## src/video_pkg.sv

```systemverilog
// Raster geometry, memory sizes and pixel widths for the tile video generator
// Layer priority modes
package video_pkg;

    // Raster counters
    localparam int cnt_w    = 6;
    localparam int h_total  = 64;
    localparam int h_active = 48;
    localparam int v_total  = 40;
    localparam int v_active = 32;

    // Sync pulses, both inside blanking
    localparam int hs_start = 52;
    localparam int hs_end   = 56;
    localparam int vs_start = 34;
    localparam int vs_end   = 36;

    // Tile map, 8x8 pixel tiles
    localparam int tile_cols = 6;
    localparam int tile_rows = 4;
    localparam int map_size  = tile_cols * tile_rows;
    localparam int map_aw    = 5;

    // Graphics ROMs hold {code, row, col}
    localparam int gfx_aw = 10;
    localparam int code_w = 4;
    localparam int pal_w  = 2;
    localparam int col_w  = 2;

    localparam int obj_count = 4;
    localparam int obj_sel_w = $clog2(obj_count);

    // Layer pixel is {palette, colour}, colour 0 is transparent
    localparam int layer_pixel_w = pal_w + col_w;
    localparam int pal_aw        = 5;
    localparam int rgb_w         = 4;
    localparam int pal_dw        = 3 * rgb_w;

    // CPU and programming port widths
    localparam int cpu_aw  = 8;
    localparam int cpu_dw  = 12;
    localparam int prog_dw = 2;

    typedef enum logic {
        obj_front,
        tile_front
    } prio_mode_e;

endpackage
```

## src/tile_layer.sv

```systemverilog
// Background tile layer: tile map RAM, tile graphics ROM
// and per-pixel colour lookup
`timescale 1ns/1ns

module tile_layer import video_pkg::*; (
    input  logic                     clk,
    input  logic                     rst_n,
    input  logic                     pxl_cen,
    input  logic [cnt_w-1:0]         hdump,
    input  logic [cnt_w-1:0]         vdump,
    input  logic                     cpu_we,
    input  logic                     map_cs,
    input  logic [cpu_aw-1:0]        cpu_addr,
    input  logic [cpu_dw-1:0]        cpu_dout,
    input  logic [gfx_aw-1:0]        prog_addr,
    input  logic [prog_dw-1:0]       prog_data,
    input  logic                     tile_prog_we,
    output logic [layer_pixel_w-1:0] tile_pxl
);

    // Map entry is code in [3:0], palette in [5:4]
    logic [code_w-1:0] map_code [map_size];
    logic [pal_w-1:0]  map_pal  [map_size];
    logic [col_w-1:0]  gfx_rom  [2**gfx_aw];

    logic [map_aw-1:0] map_idx;
    logic [code_w-1:0] cur_code;
    logic [pal_w-1:0]  cur_pal;
    logic [gfx_aw-1:0] gfx_addr;
    logic [col_w-1:0]  cur_col;
    logic              visible;

    always_ff @(posedge clk) begin
        if (cpu_we && map_cs && cpu_addr[map_aw-1:0] < map_aw'(map_size)) begin
            map_code[cpu_addr[map_aw-1:0]] <= cpu_dout[code_w-1:0];
            map_pal[cpu_addr[map_aw-1:0]]  <= cpu_dout[code_w+pal_w-1:code_w];
        end
    end

    // ROM loading from the programming port
    always_ff @(posedge clk) begin
        if (tile_prog_we) begin
            gfx_rom[prog_addr] <= prog_data;
        end
    end

    assign visible = hdump < cnt_w'(h_active) && vdump < cnt_w'(v_active);

    // Tile row from vdump[4:3], tile column from hdump[5:3]
    always_comb begin
        map_idx  = map_aw'(vdump[4:3]) * map_aw'(tile_cols) + map_aw'(hdump[5:3]);
        cur_code = '0;
        cur_pal  = '0;
        if (visible) begin
            cur_code = map_code[map_idx];
            cur_pal  = map_pal[map_idx];
        end
        gfx_addr = {cur_code, vdump[2:0], hdump[2:0]};
        cur_col  = gfx_rom[gfx_addr];
    end

    // Pixel for the current counters, seen one pixel later
    always_ff @(posedge clk or negedge rst_n) begin
        if (!rst_n) begin
            tile_pxl <= '0;
        end else if (pxl_cen) begin
            if (visible) begin
                tile_pxl <= {cur_pal, cur_col};
            end else begin
                tile_pxl <= '0;
            end
        end
    end

endmodule

```

## config.mk

```make
export PLATFORM = sky130hd
export DESIGN_NAME = tile_layer
export DESIGN_NICKNAME = d
export VERILOG_FILES = /design/src/video_pkg.sv /design/src/tile_layer.sv
export SDC_FILE = /design/constraint.sdc
export NUM_CORES = 2
export LEC_CHECK = 0
export CAP_MARGIN = 20
export CORE_ASPECT_RATIO = 0.8
export CORE_MARGIN = 3
export CORE_UTILIZATION = 49
export DETAILED_ROUTE_END_ITERATION = 8
export DONT_BUFFER_PORTS = 1
export PLACE_DENSITY = 0.69
export SLEW_MARGIN = 10
export SYNTH_ARGS = -nofsm -noshare
export SYNTH_HDL_FRONTEND = slang
export SYNTH_SLANG_ARGS = --single-unit
```

## constraint.sdc

```tcl
create_clock -name clk -period 3.6 [get_ports clk]
set_input_delay 0.36 -clock clk [delete_from_list [all_inputs] [get_ports clk]]
set_output_delay 0.36 -clock clk [all_outputs]
set_load 0.005 [all_outputs]
```

### After elaboration in Yosys (flattened, before gate mapping)

Memories as Yosys holds them, arrays and structs flattened.
Index checks and enable logic that the tools add are counted.

| operators by class | value |
|---|---|
| $add $sub $neg | 1 |
| multiply operators | 1 |
| order comparisons | 3 |
| multiplexer cells | 6 |
| reductions and logical operators | 3 |

Operators by type and width:

| operator | number |
|---|---|
| < comparator 6 bit (second input constant) | 2 |
| 2-to-1 mux 4 bit | 2 |
| adder 5 x 3 -> 5 bit | 1 |
| < comparator 5 bit (second input constant) | 1 |
| multiplier 2 x 2 -> 4 bit (second input constant) | 1 |
| 2-to-1 mux 1 bit | 4 |
| logical AND 1 bit | 3 |

| storage, ports and cells | value |
|---|---|
| register bits after elaboration | 4 |
| memory bits (writable) | 2192 |
| input bits | 50 |
| output and inout bits | 4 |
| logic and storage cells | 18 |
| memories kept | 3 |

Memory list:

| name | words | width | read ports | clocked after memory_dff | write ports | line | text |
|---|---|---|---|---|---|---|---|
| gfx_rom | 1024 | 2 | 1 | 0 | 1 | tile_layer.sv:24 | `logic [col_w-1:0] gfx_rom [2**gfx_aw];` |
| map_code | 24 | 4 | 1 | 0 | 1 | tile_layer.sv:22 | `logic [code_w-1:0] map_code [map_size];` |
| map_pal | 24 | 2 | 1 | 0 | 1 | tile_layer.sv:23 | `logic [pal_w-1:0] map_pal [map_size];` |

### Depth between registers and ports, before layout

An unclocked memory read counts as a cell.

| logic depth | value |
|---|---|
| depth in word-level cells | 6 |
| depth in mapped cells | 15 |
| mapped depth without buffers | 13 |

### Worst setup path before layout

OpenSTA, ideal clock, no wires.

| path | value |
|---|---|
| path kind | input port to flip-flop |
| from | input port vdump[3] |
| to | register tile_pxl[1] |
| library setup time | 0.132 ns |
| data arrival time | 3.208 ns |
| setup slack | 0.260 ns |
| stages | 13 |
| buffers on the path | 2 |
| path through | inv_1 > ha_1 > inv_1 > fa_1 > clkbuf_2 > buf_1 > mux4_2 > mux4_2 > o21ai_0 > nand3_1 > nor3_1 > a211o_1 > nand4_1 |

| on the way | value |
|---|---|
| word-level cells in the longest chain between the ends | 6 |

RTL lines:

| element | line | text |
|---|---|---|
| start: declaration | tile_layer.sv:10 | `input logic [cnt_w-1:0] vdump,` |
| multiplier 2 x 2 -> 4 bit | tile_layer.sv:51 | `map_idx = map_aw'(vdump[4:3]) * map_aw'(tile_cols) + map_aw'(hdump[5:3]);` |
| adder 5 x 3 -> 5 bit | tile_layer.sv:51 |  |
| memory (24 x 4 bit) | -- |  |
| 2-to-1 mux 4 bit | tile_layer.sv:54 | `if (visible) begin` |
| memory (1024 x 2 bit) | -- |  |
| 2-to-1 mux 4 bit (*) | tile_layer.sv:67 | `if (visible) begin` |
| end signal: assignment | tile_layer.sv:68 | `tile_pxl <= {cur_pal, cur_col};` |
| end: declaration | tile_layer.sv:18 | `output logic [layer_pixel_w-1:0] tile_pxl` |

Every way passes the cells marked *; elsewhere a longest branch is shown, timed or not.
A chain may end at the register's enable or synchronous reset.

### Worst setup path after layout

| path | value |
|---|---|
| from | input port hdump[0] |
| to | register tile_pxl[1] |

| on the way | value |
|---|---|
| word-level cells in the longest chain between the ends | 5 |

RTL lines:

| element | line | text |
|---|---|---|
| start: declaration | tile_layer.sv:9 | `input logic [cnt_w-1:0] hdump,` |
| < comparator 6 bit | tile_layer.sv:47 | `assign visible = hdump < cnt_w'(h_active) && vdump < cnt_w'(v_active);` |
| logical AND 1 bit | tile_layer.sv:47 |  |
| 2-to-1 mux 4 bit | tile_layer.sv:54 |  |
| memory (1024 x 2 bit) | -- |  |
| 2-to-1 mux 4 bit (*) | tile_layer.sv:67 |  |

Marked as above.

==> results_dict.tcl <==
set metrics [dict create \
    layout_commonest_cell "edfxtp_1" \
    drcViolationCount 0 \
    htree_levels 4 \
    powerDensity_mw_per_mm2 517 \
    slew_headroom_pct 21.4 \
    cts_tree "built" \
    cpMostUsedCell "buf_16" \
    ys.flop_type "edfxtp_1" \
    wl_per_cell_um 32.2 \
    grt_pass1_wl_mm 353 \
    numCtsBuffers 201 \
    place_ws_ns -0.0859 \
    gp_congestion 0.850 \
    drtIter0Drc 7925 \
    die_area_sq_mm 0.189 \
    rows 140 \
    async_reset_ff_share_pct 0.182 \
    syn_inst 5126 \
    cts.sinks 2196 \
    finalClockSkew_ns 0.0442 \
    drv_cap 0 \
    cp.required_ns 4.31 \
    grt_max_degree 843 \
    vias_per_cell 6.42 \
    rsz0062_at_grt "no" \
    status "finished with violations" \
    slowest_delay_ns 0.57 \
    fin_setup_tns_ns 0 \
    timing.final.crit_share_pct 92.9 \
    hp-class "in -> reg" \
    clkTransAtPathRegs_ns 0.07 \
    leakage_nw 30.4 \
    port_buffers 0 \
    grt_pass1_vias 48742 \
    violations "hold timing" \
    fmax_mhz 299 \
    grt_use_total_pct 25.9 \
    nFillCells 14033 \
    tightest_slew_ns 1.18 \
    die_w_um 486 \
    root_buffer "clkbuf_16" \
    setup_viol_count_final 0 \
    fp.coreArea_sq_mm 0.183 \
    layout_common_cells "2192 x edfxtp_1, 1100 x nor2_1, 480 x mux4_2" \
    areaGrowthSynthToFinish_pct 10.5 \
    startpoint_type "input port" \
    hold_slack_ns -0.0170 \
    drive_gt1_share_pct 19.3 \
    dpl.hpwl_mm 131 \
    layout.cells.non_filler 7730 \
    syn_nets 5181 \
    synth_edf_count 2192 \
    placed_cells 7307 \
    finalWirelength_mm 249 \
    cp_max_fo 58 \
    synth_area_per_cell_sq_um 17.6 \
    fp.dieH_um 390 \
    clockBufferDepth 3 \
    ios 54 \
    yosys_warnings 0 \
    worst_ep_arrival_time_ns 4.05 \
    cts_resized 0 \
    synth_seq_cells 2196 \
    fin_crit_ns 3.34 \
    insertion_delay_ns 0.84 \
    ant_nets 0 \
    multi_input_area_sq_mm 0.0220 \
    finalPower_mw 51.5 \
    cpMaxStageDelayCell "mux2i_1" \
    crit_type "in -> reg" \
    critPathCaptureType "register" \
    ff_latch_area_sq_mm 0.0659 \
    hold_violations 3 \
    vias 49643 \
    final_max_slew_viol_count 0 \
    worstPathCellList "buf_16 -> buf_16 -> buf_16 -> mux2i_1 -> a221oi_1 -> buf_4 -> a22oi_1 -> o21ai_0 -> o22ai_1 -> buf_4 -> nor3_1 -> nor3_1 -> a211o_1 -> nand4_1" \
    antenna_found_initial 11 \
    netlist_area_sq_mm 0.0902 \
    ys_types 85 \
    fin_ws_ns 0.257 \
    peakVddDrop_mv 0.449 \
    start_util_pct 49.4 \
    fin_nets 5204 \
    synth-seq-area-share_pct 73.1 \
    overflow 0 \
    firstDrtPassIters 7 \
]
==> cell type report <==
cell class,count,share of cell area (%)
clock inverters,106,0.934
multi-input cells,2512,22.1
well taps,2414,3.03
flip-flops and latches,2196,66.2
inverters,12,0.0502
clock buffers,259,5.30
repair buffers,226,2.43
diodes,5,0.0126
==> where the power goes <==
part | internal (mW) | leakage (nW) | switching (mW) | total [mW]
combinational | 1.07 | 7.60 | 1.75 | 2.82
clock | 11.0 | 3.01 | 9.53 | 20.5
sequential | 28.2 | 19.7 | 0.0217 | 28.2
==> metal layers <==
| layer | global-route usage, % | routed length, um | vias up |
|---|---|---|---|
| li1 | - | - | 20246 |
| met1 | 37.4 | 95200 | 25660 |
| met2 | 39.1 | 113000 | 3241 |
| met3 | 7.09 | 32500 | 490 |
| met4 | 7.85 | 8300 | 6 |
| met5 | 0 | 54 | - |
==> state kept, by name (all words and copies together) (netlist names) <==
register  flops
tile_pxl      4
map_code     96
gfx_rom    2048
map_pal      48
==> worst max-delay path, delay by kind of cell <==
kind | cells | cell delay, ns
AOI/OAI and AO/OA | 5 | 0.83
buffers and inverters | 5 | 1.62
muxes | 1 | 0.57
and+or+nand+nor | 3 | 0.34
==> synthesized netlist by cell type (5+ instances only) <==
| master | count | area (sq um) |
|---|---|---|
| and2_1 | 16 | 100 |
| a21oi_1 | 54 | 270 |
| a31oi_1 | 14 | 87.6 |
| inv_1 | 8 | 30.0 |
| buf_8 | 13 | 195 |
| nor3_1 | 26 | 130 |
| o211ai_1 | 14 | 105 |
| a211o_1 | 5 | 43.8 |
| and3_1 | 9 | 56.3 |
| nand3b_1 | 6 | 45.0 |
| nand3_1 | 51 | 255 |
| nand2_1 | 152 | 571 |
| a221oi_1 | 44 | 385 |
| nand2b_1 | 11 | 68.8 |
| buf_1 | 38 | 143 |
| o21ai_0 | 32 | 160 |
| clkbuf_1 | 216 | 811 |
| a211oi_1 | 31 | 233 |
| nor2b_1 | 16 | 100 |
| buf_12 | 11 | 220 |
| o22ai_1 | 28 | 175 |
| mux2i_1 | 201 | 2010 |
| mux2_2 | 12 | 135 |
| nor2_1 | 1106 | 4150 |
| mux4_1 | 12 | 315 |
| clkbuf_4 | 5 | 37.5 |
| edfxtp_1 | 2192 | 65800 |
| buf_2 | 55 | 275 |
| buf_4 | 27 | 203 |
| buf_6 | 39 | 439 |
| a21o_1 | 8 | 60.1 |
| o221ai_1 | 12 | 105 |
| o21ai_1 | 6 | 30.0 |
| or3_1 | 6 | 37.5 |
| nand4_1 | 12 | 75.1 |
| mux4_2 | 480 | 10800 |
| a221o_1 | 15 | 150 |
| or2_2 | 6 | 37.5 |
| a22oi_1 | 44 | 330 |
==> per-stage QoR <==
step           area, sq um  utilization [%]
2_1_floorplan        90200                -
3_3_place_gp         92500             50.7
3_5_place_dp         92600             50.7
4_1_cts              99200             54.3
5_1_grt              99600             54.6
6_report             99700             54.6
==> repair_timing <==
action / CTS / global route
hold buffers: 33 / 4
setup endpoints to repair: 0 / 2
endpoints found under the hold margin: 578 / 228
setup buffers: 0 / 0
==> logic make-up (layout without fill, tap and decap cells) <==
group	Yosys count	in the layout	share of synthesized area (%)
compound gates	368	368	3.04
xor+xnor	2	2	0.0278
fa+ha+maj	5	5	0.0777
other cells	0	5	0
simple gates	1432	1432	6.38
buf+inv	418	603	2.64
mux	705	705	14.7
flops	2196	2196	73.1
==> path summary, 6_finish.rpt <==
check	start	end	slack, ns	cells past startpoint
min in group asynchronous	rst_n	tile_pxl[1]	0.47	2
worst min-delay path	prog_data[1]	gfx_rom[601][1]	-0.02	1
worst max register to register	gfx_rom[263][1]	tile_pxl[1]	0.75	8
max in group asynchronous	rst_n	tile_pxl[2]	2.85	2
worst min register to register	tile_pxl[2]	tile_pxl[2]	0.60	2
worst max-delay path	hdump[0]	tile_pxl[1]	0.26	14
Power figures use the tool's default switching activity.
