### config.mk
export PLATFORM = sky130hd
export DESIGN_NAME = video_timing
export DESIGN_NICKNAME = d
export VERILOG_FILES = /design/src/video_pkg.sv /design/src/video_timing.sv
export SDC_FILE = /design/constraint.sdc
export NUM_CORES = 1
export LEC_CHECK = 0
export BUFFER_PORTS_ARGS = -buffer_cell sky130_fd_sc_hd__clkbuf_2
export CAP_MARGIN = 20
export CORE_ASPECT_RATIO = 1.25
export CORE_MARGIN = 8
export CORE_UTILIZATION = 47
export CTS_CLUSTER_SIZE = 24
export DETAILED_ROUTE_END_ITERATION = 8
export HOLD_SLACK_MARGIN = 0.08
export PLACE_DENSITY = 0.73
export SYNTH_ARGS = -nofsm -noshare
export SYNTH_HDL_FRONTEND = slang
export SYNTH_SLANG_ARGS = --single-unit
export TNS_END_PERCENT = 10
### constraint.sdc
create_clock -name clk -period 1.8 [get_ports clk]
set_clock_uncertainty 0.05 [all_clocks]
set_input_delay 0.36 -clock clk [delete_from_list [all_inputs] [get_ports clk]]
set_output_delay 0.36 -clock clk [all_outputs]
set_load 0.02 [all_outputs]
### src/video_pkg.sv
// Raster geometry, memory sizes and pixel widths for the tile video generator
// Layer priority modes
package video_pkg;

    // Raster counters
    localparam int cnt_w    = 6;
    localparam int h_total  = 64;
    localparam int h_active = 48;
    localparam int v_total  = 40;
    localparam int v_active = 32;

    // Sync pulses, both inside blanking
    localparam int hs_start = 52;
    localparam int hs_end   = 56;
    localparam int vs_start = 34;
    localparam int vs_end   = 36;

    // Tile map, 8x8 pixel tiles
    localparam int tile_cols = 6;
    localparam int tile_rows = 4;
    localparam int map_size  = tile_cols * tile_rows;
    localparam int map_aw    = 5;

    // Graphics ROMs hold {code, row, col}
    localparam int gfx_aw = 10;
    localparam int code_w = 4;
    localparam int pal_w  = 2;
    localparam int col_w  = 2;

    localparam int obj_count = 4;
    localparam int obj_sel_w = $clog2(obj_count);

    // Layer pixel is {palette, colour}, colour 0 is transparent
    localparam int layer_pixel_w = pal_w + col_w;
    localparam int pal_aw        = 5;
    localparam int rgb_w         = 4;
    localparam int pal_dw        = 3 * rgb_w;

    // CPU and programming port widths
    localparam int cpu_aw  = 8;
    localparam int cpu_dw  = 12;
    localparam int prog_dw = 2;

    typedef enum logic {
        obj_front,
        tile_front
    } prio_mode_e;

endpackage
### src/video_timing.sv
// Pixel clock enable, horizontal and vertical raster counters
// Registered blanking and sync decode
`timescale 1ns/1ns

module video_timing import video_pkg::*; (
    input  logic             clk,
    input  logic             rst_n,
    output logic             pxl_cen,
    output logic [cnt_w-1:0] hdump,
    output logic [cnt_w-1:0] vdump,
    output logic             lhbl,
    output logic             lvbl,
    output logic             hs,
    output logic             vs
);

    logic [cnt_w-1:0] h_next;
    logic [cnt_w-1:0] v_next;

    // Pixel enable on every other clock
    always_ff @(posedge clk or negedge rst_n) begin
        if (!rst_n) begin
            pxl_cen <= 1'b0;
        end else begin
            pxl_cen <= ~pxl_cen;
        end
    end

    always_comb begin
        h_next = hdump + 1'b1;
        v_next = vdump;
        if (hdump == cnt_w'(h_total - 1)) begin
            h_next = '0;
            if (vdump == cnt_w'(v_total - 1)) begin
                v_next = '0;
            end else begin
                v_next = vdump + 1'b1;
            end
        end
    end

    // Blanking and sync decoded from the next count so they line up
    // with hdump/vdump after the same edge
    always_ff @(posedge clk or negedge rst_n) begin
        if (!rst_n) begin
            hdump <= '0;
            vdump <= '0;
            lhbl  <= 1'b1;
            lvbl  <= 1'b1;
            hs    <= 1'b0;
            vs    <= 1'b0;
        end else if (pxl_cen) begin
            hdump <= h_next;
            vdump <= v_next;
            lhbl  <= h_next < cnt_w'(h_active);
            lvbl  <= v_next < cnt_w'(v_active);
            hs    <= h_next >= cnt_w'(hs_start) && h_next < cnt_w'(hs_end);
            vs    <= v_next >= cnt_w'(vs_start) && v_next < cnt_w'(vs_end);
        end
    end

endmodule

======== Word-level counts from Yosys, hierarchy flattened ========
Cells that the tools add are included.
operators by class
  add/sub/neg operators ................... 2
  order comparisons ....................... 6
  equal/unequal tests ..................... 2
  multiplexer cells ....................... 3
  bitwise gates (word level) .............. 1
  reductions and logical operators ........ 2
operators by type and width
  kind                                                            number
  6-bit less-than comparator (second input constant)              4
  6-bit 2-to-1 mux                                                3
  6-bit by 1-bit adder with 6-bit output (second input constant)  2
  6-bit == test (second input constant)                           2
  6-bit >= comparator (second input constant)                     2
  1-bit logical AND                                               2
  1-bit NOT                                                       1
word-level totals
  flip-flop bits (word level) ............. 17
  bits of input ports ..................... 2
  output and inout bits ................... 17
  logic and storage cells ................. 23

======== Depth between registers and ports, before layout ========
Gate-level depths: netlist (run 1).
  word-level depth ........................ 5
  mapped depth ............................ 7

======== Worst setup path before layout (run 1) ========
OpenSTA, ideal clock, no wires.
  path type ............................... register to register
  from .................................... register hdump[0]
  to ...................................... register vdump[5]
  setup time .............................. 0.141 ns
  arrival time ............................ 1.689 ns
  setup slack ............................. -0.080 ns
  cell stages (with the launch flop) ...... 8
  path through ............................ dfrtp_1 > ha_1 > and2_4 > and4_1 > buf_6 > nor2_2 > o31ai_2 > o21ai_0
on the way
  longest elaborated chain between the ends .. 2
RTL lines
  item                    RTL line            text
  start, declared         video_timing.sv:9   output logic [cnt_w-1:0] hdump,
  start signal, assigned  video_timing.sv:53  hdump <= h_next;
  6-bit == test           video_timing.sv:32  if (hdump == cnt_w'(h_total - 1)) begin
  6-bit 2-to-1 mux        video_timing.sv:32
  end signal, assigned    video_timing.sv:54  vdump <= v_next;
  end, declared           video_timing.sv:10  output logic [cnt_w-1:0] vdump,
Every way passes these cells.
A chain may end at the register's enable or synchronous reset.

======== Worst setup path in the final report (run 1) ========
  from .................................... register pxl_cen
  to ...................................... output port pxl_cen
RTL lines
  item                    RTL line            text
  start, declared         video_timing.sv:8   output logic pxl_cen,
  start signal, assigned  video_timing.sv:25  pxl_cen <= ~pxl_cen;
No word-level cell between the ends.

==> summary.md, run 1 <==
| Metric | Value |
|---|---|
| Initial antenna violation count | 0 |
| CP startpoint | pxl_cen |
| Storage cell area | 430 sq um |
| Root buffer cell | clkbuf_4 |
| Hold Startpoint | hs |
| Launching point of the worst reg2reg path | hdump[0] |
| Synth async-reset ratio | 1.00 |
| # rows | 18 |
| Hold depth | 1 |
| Min Tclk post-route | 1670 ps |
| Sequential Power Share | 0.637 |
| Final slew viol count | 0 |
| Max_slew headroom | 0.720 |
| Count of cell types in the netlist | 37 |
| Setup-failing EPs final | 0 |
| Max VDD drop | 0.000381 V |
| Worst-case reg-to-reg path depth | 6 |
| Ys flop type | dfrtp_1 |
| Die width | 56.1 um |
| Status | completed |
| TritonCTS Buffers | 3 |
| GRT Overall Usage | 0.124 |
| Antenna diode count | 0 |
| Switch share | 0.221 |
| Vias in the first global route | 853 |
| Port Buffers | 18 |
| Fin Hold WS | 450 ps |
| Routed length per instance | 14.9 um |
| Clock sinks | 17 |
| Initial core utilization | 0.488 |
| WL final | 2.12 mm |
| Largest net degree at the start of global routing | 18 |
| Worst setup EP type | output pin |
| CTS tree | yes |
| Filler cells | 171 |
| DP HPWL | 1.60 mm |
| Layout cells sized above 1 | 0.377 |
| Final Power | 0.000599 W |
| Clock Power Share | 0.347 |
| Via count | 810 |
| Antenna-violating nets left | 0 |
| Clk_lat worst skew | 290 ps |
| RSZ-0062 raised after global routing | yes |
| CP Class | reg -> out |
| Die footprint | 3710 sq um |
| Final Hold Vio Count | 0 |
| Cell Chain, Critical Path | buf_4 -> clkbuf_2 |
| CTS Buffer Depth | 2 |
| Nets@finish | 128 |
| Synthesized area | 945 sq um |
| Post-synth EDFFs | 0 |
| Period utilisation layout | 0.928 |
| Iter 0 DRT Violations | 20 |
| Final Util | 0.602 |
| DRC viols | 0 |
| GP Congestion | 0.933 |
| Post-placement setup slack | 38.3 ps |
| Area Growth Syn to Fin | 23.4% |
| Max FO, Critical Path | 10 |
| Register area share after synthesis | 0.453 |
| H-Tree Level Count | 1 |
| Non-Filler Instances | 142 |
| R2R setup slack | 150 ps |
| Post-Synthesis Cells | 95 |
| Area of the multi-input gates | 489 sq um |
| Drt pass-1 iters | 4 |
| Fin worst setup slack | 130 ps |
| First-pass GRT wire length | 3.68 mm |
| Die height | 66.1 um |
| Gr ovfl total | 0 |
| Int Pwr | 0.000467 W |
| Achievable Freq | 599 MHz |
| CP required | 1390 ps |
| Synth warnings | 0 |
| Pwr dens | 514 nW/um^2 |
| Class of the worst hold path | reg -> reg |
| Max stage delay cell, worst path | dfrtp_1 |
| Slowest stage delay, CP | 550 ps |
| Total leakage power | 0.568 nW |
| R2r endpoint | vs |
| Ports | 19 |
| Dpl cells | 137 |
| Worst min-delay path endpoint | hs |
| Arrival time worst endpoint | 1260 ps |
| Avg Inst Size Synth | 9.94 sq um |
| Core region area | 1940 sq um |
| Worst Tran Pin Value | 420 ps |
| Combinational Power Share | 0.016 |
| Psw | 0.000132 W |
| Clock-pin slew on the worst setup and hold paths | 100 ps |
| Avg Vias per Cell | 5.70 |
| Number of synthesized register bits | 17 |
| Syn nets | 100 |
| Worst Setup Start Kind | register |
| Max Cap Violations | 0 |
critical path, delay by kind of cell, from the launching register on:
kind,cells,cell delay (ps)
DFF,1,550
buffers and inverters,2,420
worst max-delay path by stage:
| stage | end | cells after the start |
|---|---|---|
| 2_1_floorplan | vs | 7 |
| 3_3_place_gp | vs | 6 |
| 3_5_place_dp | vdump[5] | 6 |
| 4_1_cts | vdump[5] | 6 |
| 5_1_grt | vs | 6 |
| 6_report | pxl_cen | 2 |
placed cells by master, fill, tap and decap left out, types with 2 or more instances in the layout:
cell	instances
dfrtp_1	13
a22o_1	2
dfstp_2	2
ha_1	2
mux2_2	2
nand2_1	8
xnor2_1	4
buf_4	11
clkbuf_4	3
a211oi_2	2
nand3_1	5
a21o_1	2
nor2_1	2
mux2i_1	2
clkbuf_2	18
dfrtp_2	2
nor3_1	4
inv_1	3
nand4_1	5
and3_1	4
o21ai_0	6
flip-flops by register name (all words and copies together), names as in the netlist:
register and flops:
pxl_cen 1, lhbl 1, vs 1, vdump 6, hs 1, hdump 6
lvbl 1
repair_timing:
| action | 4_1_cts | 5_1_grt |
|---|---|---|
| endpoints found under the setup margin | 1 | 6 |
| hold endpoints to repair | 15 | 0 |
| buffers inserted | 0 | 0 |
| cloned | 0 | 0 |
| gates resized for setup | 1 | 4 |
| hold buffers | 1 | 0 |
power by group through the flow:
stage	combinational (W)	clock [W]	sequential [W]
floorplan	0.000000000215	0	0.000389
global placement	0.00000841	0	0.000389
detailed placement	0.00000852	0	0.000389
CTS	0.0000102	0.000214	0.000382
global route	0.0000117	0.000236	0.000382
finish	0.00000950	0.000208	0.000382
through the flow:
stage | area, sq um | setup TNS (ps)
floorplan | 947 | -47.3
global placement | 1110 | 0
detailed placement | 1110 | 0
CTS | 1150 | 0
global route | 1170 | -14.3
finish | 1170 | 0
cell type report:
type / instances / share of cell area
clock inverter: 1 / 0.00429
sequential: 17 / 0.369
timing repair buffer: 30 / 0.157
tap: 20 / 0.0215
clock buffer: 3 / 0.0193
inverter: 3 / 0.00966
multi-input combinational: 68 / 0.420
synthesized netlist by cell type (2+ instances only):
library cell   n  area, sq um
dfrtp_1       15          375
nand2_1        8         30.0
o21ai_0        6         30.0
clkbuf_1       5         18.8
nand3_1        5         25.0
nand4_1        5         31.3
and3_1         4         25.0
nor3_1         4         20.0
xnor2_1        4         35.0
ha_1           3         37.5
inv_1          3         11.3
a211oi_1       2         15.0
a21o_1         2         15.0
a22o_1         2         17.5
dfstp_2        2         52.6
mux2_2         2         22.5
mux2i_1        2         20.0
nor2_1         2         7.51
kinds of logic (layout without fill, tap and decap cells):
logic type                 count (synthesis)  in the layout  share of synthesized area
muxes                                      4              4                     0.0450
buffers and inverters                     10             37                     0.0490
xor gates and xnor gates                   5              5                     0.0464
and+or+nand+nor                           35             35                      0.200
AOI/OAI and AO/OA                         21             21                      0.167
DFF                                       17             17                      0.453
adders and majority gates                  3              3                     0.0397
layer usage:
layer	vias up	part of all wire	GRT usage
met5	-	0	0
met4	0	0.015	0.0783
met3	6	0.043	0.0385
met2	21	0.50	0.208
met1	386	0.44	0.132
li1	397	-	-
No activity file was read; power rests on OpenSTA's default activity.
==> inputs of run 2 (changes only) <==
Settings changed: BUFFER_PORTS_ARGS -buffer_cell sky130_fd_sc_hd__clkbuf_2 to -buffer_cell sky130_fd_sc_hd__buf_2, CORE_UTILIZATION 47 to 50, CTS_BUF_LIST set to sky130_fd_sc_hd__clkbuf_8, PLACE_DENSITY 0.73 to 0.77.
==> summary.md, run 2 (synthesis gave the netlist of run 1 again) <==
| Metric | Value |
|---|---|
| Period utilisation layout | 0.915 |
| Filler cells | 154 |
| CTS tree | yes |
| CTS Buffer Depth | 2 |
| Initial antenna violation count | 0 |
| Clk_lat worst skew | 260 ps |
| H-Tree Level Count | 1 |
| Port Buffers | 18 |
| Core region area | 1770 sq um |
| CP startpoint | vdump[1] |
| Total leakage power | 0.559 nW |
| Max Cap Violations | 0 |
| Largest net degree at the start of global routing | 18 |
| Most frequent cells in the layout | buf_2 (18), dfrtp_1 (13), nand2_1 (8) |
| CP Class | reg -> reg |
| GRT Overall Usage | 0.124 |
| Clock sinks | 17 |
| Max stage delay cell, worst path | dfrtp_1 |
| Antenna-violating nets left | 0 |
| First-pass GRT wire length | 3.40 mm |
| Avg Vias per Cell | 5.85 |
| DP HPWL | 1.47 mm |
| Worst Setup Start Kind | register |
| Commonest non-fill, non-tap cell in the layout | buf_2 |
| Via count | 802 |
| Delay-heaviest family, CP | compound AO/OA/AOI/OAI gates |
| Non-Filler Instances | 137 |
| Max VDD drop | 0.000466 V |
| Setup-failing EPs final | 0 |
| Initial core utilization | 0.535 |
| TritonCTS Buffers | 3 |
| Final Hold Vio Count | 0 |
| Launching point of the worst reg2reg path | vdump[1] |
| Dpl cells | 131 |
| Cell Chain, Critical Path | ha_2 -> nand2_1 -> o311a_1 -> o31ai_4 -> o21ai_1 |
| Layout cells sized above 1 | 0.347 |
| WL final | 1.98 mm |
| RSZ-0062 raised after global routing | no |
| CP required | 1880 ps |
| Final slew viol count | 0 |
| Clock-pin slew on the worst setup and hold paths | 70 ps |
| Area Growth Syn to Fin | 21.6% |
| Root buffer cell | clkbuf_8 |
| Fin Hold WS | 434 ps |
| Final Util | 0.651 |
| DRC viols | 0 |
| GP Congestion | 0.855 |
| Routed length per instance | 14.5 um |
| Drt pass-1 iters | 4 |
| Class of the worst hold path | reg -> reg |
| Slowest stage delay, CP | 390 ps |
| Vias in the first global route | 770 |
| WP buf/inv | 0 |
| Final Power | 0.000682 W |
| Min Tclk post-route | 1650 ps |
| Status | completed |
| Max FO, Critical Path | 5 |
| Worst setup EP type | register |
| Achievable Freq | 607 MHz |
| Die footprint | 3540 sq um |
| Nets@finish | 124 |
| Max_slew headroom | 0.750 |
| Ports | 19 |
| Iter 0 DRT Violations | 15 |
| Worst Tran Pin Value | 375 ps |
| Setup TNS | 0 ps |
| Antenna diode count | 0 |
| Largest registers | hdump (6), vdump (6) |
| Hold Startpoint | hs |
| Gr ovfl total | 0 |
| Arrival time worst endpoint | 1730 ps |
| Die width | 54.9 um |
| # rows | 17 |
| Pwr dens | 594 nW/um^2 |
| Die height | 64.6 um |
-- run 2: cell count changes in the layout (fill, tap and decap cells not counted) --
cell | before | now
clkbuf_8 | 0 | 3
clkbuf_4 | 3 | 0
o21ai_0 | 6 | 5
a211oi_1 | 1 | 2
clkbuf_2 | 18 | 0
buf_4 | 11 | 7
o21ai_1 | 0 | 1
a211oi_2 | 2 | 1
buf_2 | 0 | 18
-- run 2: worst register-to-register path: cells and delay by family (launching register included) --
| kind | cells | cell delay (ps) |
|---|---|---|
| compound gates | 3 | 750 |
| simple gates | 1 | 100 |
| flops | 1 | 390 |
| fa+ha+maj | 1 | 240 |
-- run 2: final timing paths --
path                            endpoint  slack (ps)  depth (start not counted)
worst max-delay path            vdump[5]         150                          5
worst max register to register  vdump[5]         150                          5
worst min-delay path                  hs         430                          1
worst min register to register        hs         430                          1
min in group asynchronous       hdump[3]         500                          2
max in group asynchronous           lvbl         890                          2
-- run 2: routing by layer --
layer	up-vias	track usage	part of all wire
li1	393	-	-
met1	382	0.157	0.47
met2	22	0.188	0.46
met3	5	0.0297	0.055
met4	0	0.0648	0.020
met5	-	0	0
-- run 2: what timing repair did --
item	CTS	global route
hold buffers	1	0
endpoints found under the hold margin	15	0
resized for setup	0	5
setup endpoints to repair	0	5
buffers inserted	0	1
-- run 2: area by class of cell --
cell class,count,area [sq um],share of cell area
clock buffer,3,41.3,0.0359
clock inverter,1,5.00,0.00436
multi-input combinational,68,484,0.422
inverter,3,11.3,0.00980
sequential,17,430,0.375
timing repair buffer,26,153,0.133
tap,19,23.8,0.0207
-- run 2: metrics by stage --
step | setup WS [ps] | instance area, sq um
after global placement | 78.3 | 1070
after detailed placement | 15.3 | 1070
final | 153 | 1150
after floorplan | -34.5 | 947
after global routing | 11.1 | 1150
after CTS | 30.2 | 1130
-- run 2: power breakdown --
part / switching (W) / internal, W
clock: 0.000136 / 0.000154
sequential: 0 / 0.000382
combinational: 0.00000726 / 0.00000220
