==> config.mk <==
export PLATFORM = sky130hd
export DESIGN_NAME = color_mixer
export DESIGN_NICKNAME = d
export VERILOG_FILES = /design/src/video_pkg.sv /design/src/color_mixer.sv
export SDC_FILE = /design/constraint.sdc
export NUM_CORES = 1
export LEC_CHECK = 0
export ABC_AREA = 1
export BUFFER_PORTS_ARGS = -buffer_cell sky130_fd_sc_hd__buf_2
export CAP_MARGIN = 30
export CORE_MARGIN = 2
export CORE_UTILIZATION = 25
export CTS_BUF_LIST = sky130_fd_sc_hd__clkbuf_16
export DETAILED_ROUTE_END_ITERATION = 12
export GPL_ROUTABILITY_DRIVEN = 0
export PLACE_DENSITY_LB_ADDON = 0.08
export SETUP_SLACK_MARGIN = 0.2
export SYNTH_ARGS = -nofsm -noshare
export SYNTH_HDL_FRONTEND = slang
export SYNTH_SLANG_ARGS = --single-unit
==> constraint.sdc <==
create_clock -name clk -period 1.8 [get_ports clk]
set_clock_uncertainty 0.2 [all_clocks]
set_input_delay 0.36 -clock clk [delete_from_list [all_inputs] [get_ports clk]]
set_output_delay 0.36 -clock clk [all_outputs]
set_load 0.02 [all_outputs]
==> src/video_pkg.sv <==
// Raster geometry, memory sizes and pixel widths for the tile video generator
// Layer priority modes
package video_pkg;

    // Raster counters
    localparam int cnt_w    = 6;
    localparam int h_total  = 64;
    localparam int h_active = 48;
    localparam int v_total  = 40;
    localparam int v_active = 32;

    // Sync pulses, both inside blanking
    localparam int hs_start = 52;
    localparam int hs_end   = 56;
    localparam int vs_start = 34;
    localparam int vs_end   = 36;

    // Tile map, 8x8 pixel tiles
    localparam int tile_cols = 6;
    localparam int tile_rows = 4;
    localparam int map_size  = tile_cols * tile_rows;
    localparam int map_aw    = 5;

    // Graphics ROMs hold {code, row, col}
    localparam int gfx_aw = 10;
    localparam int code_w = 4;
    localparam int pal_w  = 2;
    localparam int col_w  = 2;

    localparam int obj_count = 4;
    localparam int obj_sel_w = $clog2(obj_count);

    // Layer pixel is {palette, colour}, colour 0 is transparent
    localparam int layer_pixel_w = pal_w + col_w;
    localparam int pal_aw        = 5;
    localparam int rgb_w         = 4;
    localparam int pal_dw        = 3 * rgb_w;

    // CPU and programming port widths
    localparam int cpu_aw  = 8;
    localparam int cpu_dw  = 12;
    localparam int prog_dw = 2;

    typedef enum logic {
        obj_front,
        tile_front
    } prio_mode_e;

endpackage
==> src/color_mixer.sv <==
// Colour mixer: layer priority, palette RAM, registered RGB
// and two-stage blanking delay
`timescale 1ns/1ns

module color_mixer import video_pkg::*; (
    input  logic                     clk,
    input  logic                     rst_n,
    input  logic                     pxl_cen,
    input  logic                     lhbl,
    input  logic                     lvbl,
    input  logic                     cpu_we,
    input  logic                     pal_cs,
    input  logic                     prio_cs,
    input  logic [cpu_aw-1:0]        cpu_addr,
    input  logic [cpu_dw-1:0]        cpu_dout,
    input  logic [layer_pixel_w-1:0] tile_pxl,
    input  logic [layer_pixel_w-1:0] obj_pxl,
    output logic [rgb_w-1:0]         red,
    output logic [rgb_w-1:0]         green,
    output logic [rgb_w-1:0]         blue,
    output logic                     lhbl_dly,
    output logic                     lvbl_dly
);

    prio_mode_e        prio_mode;
    logic [pal_dw-1:0] pal_ram [2**pal_aw];
    logic [pal_aw-1:0] pal_idx;
    logic [pal_dw-1:0] pal_entry;
    logic              tile_opaque;
    logic              obj_opaque;
    logic              lhbl_d1;
    logic              lvbl_d1;

    always_ff @(posedge clk or negedge rst_n) begin
        if (!rst_n) begin
            prio_mode <= obj_front;
        end else if (cpu_we && prio_cs) begin
            prio_mode <= cpu_dout[0] ? tile_front : obj_front;
        end
    end

    // Palette entry is {red, green, blue}
    always_ff @(posedge clk) begin
        if (cpu_we && pal_cs) begin
            pal_ram[cpu_addr[pal_aw-1:0]] <= cpu_dout[pal_dw-1:0];
        end
    end

    assign tile_opaque = tile_pxl[col_w-1:0] != '0;
    assign obj_opaque  = obj_pxl[col_w-1:0] != '0;

    // Objects use the upper half of the palette
    always_comb begin
        pal_idx = '0;
        if (prio_mode == obj_front) begin
            if (obj_opaque) begin
                pal_idx = {1'b1, obj_pxl};
            end else if (tile_opaque) begin
                pal_idx = {1'b0, tile_pxl};
            end
        end else begin
            if (tile_opaque) begin
                pal_idx = {1'b0, tile_pxl};
            end else if (obj_opaque) begin
                pal_idx = {1'b1, obj_pxl};
            end
        end
        pal_entry = pal_ram[pal_idx];
    end

    always_ff @(posedge clk or negedge rst_n) begin
        if (!rst_n) begin
            lhbl_d1  <= 1'b0;
            lvbl_d1  <= 1'b0;
            lhbl_dly <= 1'b0;
            lvbl_dly <= 1'b0;
            red      <= '0;
            green    <= '0;
            blue     <= '0;
        end else if (pxl_cen) begin
            lhbl_d1  <= lhbl;
            lvbl_d1  <= lvbl;
            lhbl_dly <= lhbl_d1;
            lvbl_dly <= lvbl_d1;
            // First stage lines up with the layer pixels
            if (lhbl_d1 && lvbl_d1) begin
                {red, green, blue} <= pal_entry;
            end else begin
                {red, green, blue} <= '0;
            end
        end
    end

endmodule

### Word level (Yosys, flattened, before mapping)

Memory sizes are Yosys's and may differ from the RTL's.
Cells that the tools add are included.

| storage, ports and cells | value |
|---|---|
| bits of input ports | 36 |
| bits in writable memories | 384 |
| output and inout bits | 14 |
| latch bits | 0 |
| memories | 1 |
| bits in registers | 17 |
| memory bits (read-only) | 0 |
| logic and storage cells | 25 |

| cells by class | value |
|---|---|
| muxes and demuxes | 11 |
| magnitude comparators | 0 |
| multiply operators | 0 |
| add/subtract/negate cells | 0 |
| div/mod/pow operators | 0 |
| bitwise gates (word level) | 0 |
| eq/ne operators | 0 |
| reduce and logical (&&, ||, !) cells | 5 |
| shift-type cells | 0 |

Memory list:

| memory | depth | width | read ports | clocked after Yosys merged registers in | wr ports | RTL line | text |
|---|---|---|---|---|---|---|---|
| pal_ram | 32 | 12 | 1 | 0 | 1 | color_mixer.sv:26 | `logic [pal_dw-1:0] pal_ram [2**pal_aw];` |

Operator list:

| cell | number |
|---|---|
| $mux W5 | 4 |
| $mux W4 | 4 |
| $reduce_bool A2 Y1 | 2 |
| $logic_and A1 B1 Y1 | 3 |
| $mux W1 | 3 |

### Logic depth before layout (Yosys ltp)

Gate-level depths: netlist of the first run.
An unclocked memory read counts as a cell.

| depth | value |
|---|---|
| depth after elaboration | 6 |
| gate-level depth with buffers | 14 |
| depth with buffers taken out | 12 |

### Worst setup path before layout of the first run

Ideal clock, no wire load.

| timing path | value |
|---|---|
| kind | input to register |
| start point | in cpu_we |
| end point | mem pal_ram[0][0] (netlist name), enable pin |
| cell stages on the path | 4 |
| arrival | 1248 ps |
| setup slack | -28 ps |
| required time | 1220 ps |
| path buffers | 0 |
| library setup time | 380 ps |
| path through | nand2_1 -> inv_1 -> nand3_1 -> nor2_1 |

| on the way | value |
|---|---|
| word-level cells in the longest chain between the ends | 3 |

Ends and longest elaborated chain:

| item | RTL line | text |
|---|---|---|
| from (decl) | color_mixer.sv:11 | `input logic cpu_we,` |
| $logic_and A1 B1 Y1 | color_mixer.sv:44 | `if (cpu_we && pal_cs) begin` |
| $mux W1 | color_mixer.sv:44 |  |
| $mux W1 (not written as such) | color_mixer.sv:45 | `pal_ram[cpu_addr[pal_aw-1:0]] <= cpu_dout[pal_dw-1:0];` |
| to (decl) | color_mixer.sv:26 |  |

No other way between the ends.

### Worst setup path after layout of the first run

| timing path | value |
|---|---|
| start point | reg prio_mode |
| end point | reg green[3] |

| on the way | value |
|---|---|
| word-level cells in the longest chain between the ends | 3 |

Ends and longest elaborated chain:

| item | RTL line | text |
|---|---|---|
| from (decl) | color_mixer.sv:25 | `prio_mode_e prio_mode;` |
| from (signal assigned) | color_mixer.sv:36 | `prio_mode <= obj_front;` |
| from (signal assigned) | color_mixer.sv:38 | `prio_mode <= cpu_dout[0] ? tile_front : obj_front;` |
| $mux W5 | color_mixer.sv:55 | `if (prio_mode == obj_front) begin` |
| $mem_v2 Z32 W12 | n/a |  |
| $mux W4 | color_mixer.sv:86 | `if (lhbl_d1 && lvbl_d1) begin` |
| to (signal assigned) | color_mixer.sv:87 | `{red, green, blue} <= pal_entry;` |
| to (decl) | color_mixer.sv:19 | `output logic [rgb_w-1:0] green,` |

No other way between the ends.
A chain may end at the register's enable or synchronous reset.

==> results of run 1 <==
state kept, by name, indices dropped and copies added, names as in the netlist:
register   cells
pal_ram      384
blue           4
lhbl_d1        1
lhbl_dly       1
red            4
lvbl_d1        1
green          4
lvbl_dly       1
prio_mode      1
worst paths after layout:
check | from | end | cells past startpoint
setup / recovery | prio_mode$_DFFE_PN0P_ | green[3]$_DFFE_PN0P_ | 15
hold / removal | cpu_dout[6] | pal_ram[9][6]$_DFFE_PP_ | 2
setup reg to reg | prio_mode$_DFFE_PN0P_ | green[3]$_DFFE_PN0P_ | 15
hold reg to reg | lvbl_d1$_DFFE_PN0P_ | lvbl_d1$_DFFE_PN0P_ | 2
max in group asynchronous | rst_n | prio_mode$_DFFE_PN0P_ | 2
min in group asynchronous | rst_n | lhbl_dly$_DFFE_PN0P_ | 2
layout make-up:
| class | count | area [µm²] | share of cell area (%) |
|---|---|---|---|
| timing repair buffer | 266 | 3450 | 14.8 |
| multi-input combinational | 890 | 5240 | 22.5 |
| sequential | 401 | 12000 | 51.2 |
| clock buffer | 49 | 1230 | 5.25 |
| tap | 864 | 1080 | 4.63 |
| clock inverter | 38 | 265 | 1.14 |
| inverter | 23 | 129 | 0.552 |
cell families (layout without fill, tap and decap cells):
| family | Yosys count | after routing | synth area share (%) |
|---|---|---|---|
| AOI/OAI and AO/OA | 5 | 5 | 0.217 |
| and+or+nand+nor | 885 | 885 | 24.1 |
| DFF | 401 | 401 | 71.4 |
| buffers and inverters | 124 | 376 | 4.25 |
layer usage:
layer / wire length, µm / track usage (%)
met5: 0 / 0
met4: 1420 / 5.25
met3: 2190 / 2.09
met2: 29100 / 28.7
met1: 27100 / 23.1
worst max-delay path: stages (launching register included):
cell and delay, ps:
dfrtp_2 430, inv_4 70, nand2_4 80, nand2_8 80, buf_12 140, buf_16 140, buf_8 130, buf_8 120
nand3_1 60, nand3_1 90, nand3_1 100, nand3_2 120, nand2_2 80, nand2_2 100, nand3_2 90, nand2_1 40
metrics by stage:
| stage | utilization (%) | setup WS, ps | cell area, µm² |
|---|---|---|---|
| after floorplan | - | 93.6 | 17100 |
| after global placement | 29.9 | -926 | 19800 |
| after detailed placement | 29.9 | -929 | 19800 |
| after CTS | 34.6 | -396 | 22800 |
| after global routing | 35.4 | -483 | 23400 |
| final | 35.4 | -384 | 23400 |
power by group through the flow:
stage	Clock (µW)	Sequential (µW)	Combinational (µW)
2_1_floorplan	0	10600	1530
3_3_place_gp	0	10600	3110
3_5_place_dp	0	10600	3090
4_1_cts	9670	10400	3890
5_1_grt	9960	10400	4390
6_report	9420	10400	4080
cell usage in the layout, fill, tap and decap left out, types with 3 or more instances in the layout:
cell	count
buf_12	75
buf_16	13
buf_2	32
buf_4	93
buf_6	28
buf_8	9
bufinv_16	4
clkbuf_16	54
clkinv_1	10
clkinv_2	6
dfrtp_1	14
dfrtp_2	3
dlygate4sd3_1	9
edfxtp_1	384
inv_1	34
nand2_1	266
nand2_2	21
nand2_4	11
nand2_8	4
nand3_1	424
nand3_2	98
nand3_4	20
nand3b_1	4
nor2_4	32
timing repair:
item | 4_1_cts | 5_1_grt
buffers inserted | 35 | 5
gates cloned | 8 | 6
pin swaps | 56 | 40
endpoints found under the setup margin | 26 | 26
endpoints found under the hold margin | 34 | 0
gates resized for setup | 208 | 79
hold buffers | 9 | 0
==> impl_metrics.tcl, run 1 <==
set metrics [dict create \
    area_growth_pct 39.5 \
    grt_max_degree 34 \
    viasPerCell 4.74 \
    core_mm2 0.0660 \
    clkPwrFrac_pct 39.4 \
    ys_seq_area_share_pct 71.4 \
    finalNetCount 1666 \
    synth.avg_cell_area_um2 11.8 \
    ys_ff_latch 401 \
    violations "setup timing" \
    die_w_um 263 \
    path_max_fanout 6 \
    die_h_um 263 \
    syn-cell-area_mm2 0.0167 \
    synth_nets 1451 \
    synth_commonest_cells "541 x nand3_1, 384 x edfxtp_1, 299 x nand2_1" \
    initial_core_util_pct 25.4 \
    cp_data_required_time_ps 2080 \
    overflow 0 \
    drive_above_1_share_pct 30.8 \
    vias 12000 \
    r2r_setup_slack_ps -380 \
    post-route-period-util_pct 121 \
    whs_ps 37.7 \
    avgRoutedWirePerCell_um 23.6 \
    cts_buffer_depth 3 \
    maxCapViolations 0 \
    arrival_ps 2470 \
    nFillCells 6449 \
    worst_slew_pin_slew_ps 911 \
    seqPwrFrac_pct 43.5 \
    drv_slew 0 \
    path_clk_slew_ps 60 \
    synth_area_leaders "edfxtp_1 69%, nand3_1 16%, nand2_1 6.7%, dfrtp_1 2.5%, buf_2 1.9%" \
    tns_ps -4230 \
    synthFlopType "edfxtp_1" \
    synth_top_cell_by_area "edfxtp_1" \
    routed_wl_mm 59.8 \
    dp_cells 2381 \
    first_pass_iters 5 \
    ant_nets 0 \
    powerDensity_mw_per_mm2 1020 \
    die_area_mm2 0.0690 \
    antenna_found_initial 2 \
    layout_min_cycle_time_ps 2180 \
    drt_iter0_drc 831 \
    slew_headroom_pct 39.3 \
    rsz0062_at_grt "true" \
    hold_viol_final 0 \
    yosysMostFrequentCell "nand3_1" \
    synth_edf_count 384 \
    root_buffer "clkbuf_16" \
    critPathCaptureType "flip-flop" \
    ioPinCount 50 \
    grt_use_total_pct 17.1 \
    finalSetupViolCount 12 \
    combPwrFrac_pct 17.1 \
    timing.fmax_ghz 0.458 \
    cts.sinks 401 \
    synth_cell_types 21 \
    htree_levels 2 \
    grt_pass1_wl_mm 86.3 \
    synth_cells 1415 \
    drc 0 \
    finalWorstSetupSlack_ps -384 \
    clk_latency_ps 600 \
    power_switching_uw 6440 \
    worstSetupStartpointType "flip-flop" \
    finalPower_uw 23900 \
    p_int_uw 17400 \
    switching_share_pct 27.0 \
    yosys_warnings 0 \
    portBuffers 46 \
    hold_path_class "in -> reg" \
    hpwlAfterDp_mm 35.2 \
    std_cell_rows 94 \
    cts_made_buffers 48 \
    grt_pass1_vias 12200 \
    peakVddDrop_v 0.000563 \
    fin_cells 2531 \
    critPathKind "reg -> reg" \
    async_flop_share_pct 4.24 \
    antenna_cells 0 \
    status "finished, violations left" \
    leakage_uw 0.00858 \
    cts_tree "done" \
    synth_top_cell_area_share_pct 68.9 \
]
Note: power is estimated with default switching activity, not from simulation.
==> run 2: changes to the inputs <==
--- a/config.mk
+++ b/config.mk
@@ -14,6 +14,7 @@
 export DETAILED_ROUTE_END_ITERATION = 12
 export GPL_ROUTABILITY_DRIVEN = 0
 export PLACE_DENSITY_LB_ADDON = 0.08
+export REMOVE_ABC_BUFFERS = 1
 export SETUP_SLACK_MARGIN = 0.2
 export SYNTH_ARGS = -nofsm -noshare
 export SYNTH_HDL_FRONTEND = slang
==> impl_metrics.tcl, run 2 (synthesis gave the netlist of run 1 again) <==
set metrics [dict create \
    r2r_setup_slack_ps -390 \
    min_to "pal_ram[22][8]$_DFFE_PP_" \
    die_w_um 263 \
    viasPerCell 4.77 \
    drv_slew 0 \
    avgRoutedWirePerCell_um 24.8 \
    dp_cells 2393 \
    nFillCells 6468 \
    std_cell_rows 94 \
    post-route-period-util_pct 122 \
    maxCapViolations 0 \
    hpwlAfterDp_mm 36.7 \
    r2r_start "prio_mode$_DFFE_PN0P_" \
    worstHoldStart "cpu_dout[8]" \
    grt_pass1_wl_mm 88.4 \
    status "finished, violations left" \
    worst_slew_pin_slew_ps 938 \
    critPathKind "reg -> reg" \
    peakVddDrop_v 0.000696 \
    path_max_fanout 8 \
    clk_latency_ps 590 \
    final_common_cell "edfxtp_1" \
    ff2ff_path_depth 13 \
    cts_tree "done" \
    arrival_ps 2460 \
    finalNetCount 1680 \
    root_buffer "clkbuf_16" \
    die_h_um 263 \
    powerDensity_mw_per_mm2 1010 \
    seq_area_mm2 0.0120 \
    initial_core_util_pct 25.4 \
    drive_above_1_share_pct 33.2 \
    leakage_uw 0.00865 \
    first_pass_iters 5 \
    rsz0062_at_grt "true" \
    grt_max_degree 40 \
    violations "setup timing" \
    worstSetupStartpointType "flip-flop" \
    multiInputGateArea_mm2 0.00527 \
    htree_levels 2 \
    drc 0 \
    ant_nets 0 \
    ioPinCount 50 \
    finalSetupViolCount 12 \
    timing.fmax_ghz 0.456 \
    path_clk_slew_ps 60 \
    antenna_found_initial 2 \
    critPathCaptureType "flip-flop" \
    cts_buffer_depth 3 \
    startpoint "prio_mode$_DFFE_PN0P_" \
    whs_ps 34.9 \
    hold_depth 2 \
    hold_path_class "in -> reg" \
    core_mm2 0.0660 \
    portBuffers 46 \
    grt_pass1_vias 12200 \
    r2r_end "red[2]$_DFFE_PN0P_" \
    cts_made_buffers 47 \
    pre_cts_slack_ps -752 \
    finalWorstSetupSlack_ps -393 \
    grt_use_total_pct 17.7 \
    drt_iter0_drc 866 \
    area_growth_pct 39.1 \
    layout_min_cycle_time_ps 2190 \
    hold_viol_final 0 \
    largest_register_ffs 384 \
    final_cell_mix "384 x edfxtp_1, 383 x nand3_1, 244 x nand2_1" \
    vias 12200 \
    slew_headroom_pct 37.4 \
    fin_cells 2547 \
    cp_data_required_time_ps 2070 \
    overflow 0 \
    die_area_mm2 0.0690 \
    routed_wl_mm 63.2 \
    cts.sinks 401 \
]
==> run 2: changes by cell type in the layout (fill, tap and decap cells not counted), moves of 4 or more <==
cell	delta
clkbuf_16	+5
nor2_1	+32
nand3_2	+40
nand2_4	-4
nor2_4	-32
buf_16	-6
nand3_1	-41
clkinv_1	+5
nand2_2	+26
nand2_1	-22
buf_12	-7
buf_6	+11
buf_4	+13
==> run 2: worst max-delay path by stage <==
| stage | end | depth (start not counted) |
|---|---|---|
| detailed placement | green[0]$_DFFE_PN0P_ | 14 |
| floorplan | red[2]$_DFFE_PN0P_ | 11 |
| finish | red[2]$_DFFE_PN0P_ | 13 |
| global route | red[3]$_DFFE_PN0P_ | 14 |
| global placement | green[0]$_DFFE_PN0P_ | 14 |
| CTS | red[1]$_DFFE_PN0P_ | 13 |
==> run 2: layout make-up <==
cell class,count,share of cell area [%]
clock buffers,49,5.27
diodes,3,0.0322
repair buffers,280,14.8
flip-flops and latches,401,51.4
multi-input cells,891,22.6
well taps,864,4.64
clock inverters,36,0.725
inverters,23,0.516
==> run 2: through the flow <==
step / area (µm²) / setup TNS [ps] / total power [µW] / util [%]
floorplan: 16100 / -77650 / 11900 / -
global placement: 19500 / -10900 / 13700 / 29.6
detailed placement: 19500 / -10240 / 13700 / 29.6
CTS: 22000 / -4920 / 23300 / 33.3
global route: 23300 / -5820 / 24500 / 35.3
finish: 23300 / -4290 / 23600 / 35.3
==> run 2: timing repair <==
item,4_1_cts,5_1_grt
hold endpoints to repair,23,0
cloned,9,11
gates resized for setup,121,219
buffers inserted,24,18
hold buffers,7,0
pin swaps,15,95
endpoints found under the setup margin,26,26
==> run 2: routing by layer <==
metal	routed length, µm	GRT usage [%]	vias to the layer above
met5	0	0	-
met4	1240	4.77	0
met3	2760	2.82	78
met2	29100	27.7	280
met1	30100	25.3	6187
li1	-	-	5605
==> run 2: worst max-delay path, cell delays in order, from the launching register on <==
cell and delay [ps]:
dfrtp_1 410, inv_2 120, nand2_4 80, nand2_8 150
nand2_8 130, buf_8 180, buf_12 140, or2_1 220
nand3_2 70, nand3_2 80, nand3_4 100, nand3_4 80
nand3_2 60, nand2_1 40
==> run 2: where the power goes <==
part           internal [µW]  switching, µW
combinational           1750           2560
sequential             10300           67.5
clock                   5000           3870
total                  17100           6490
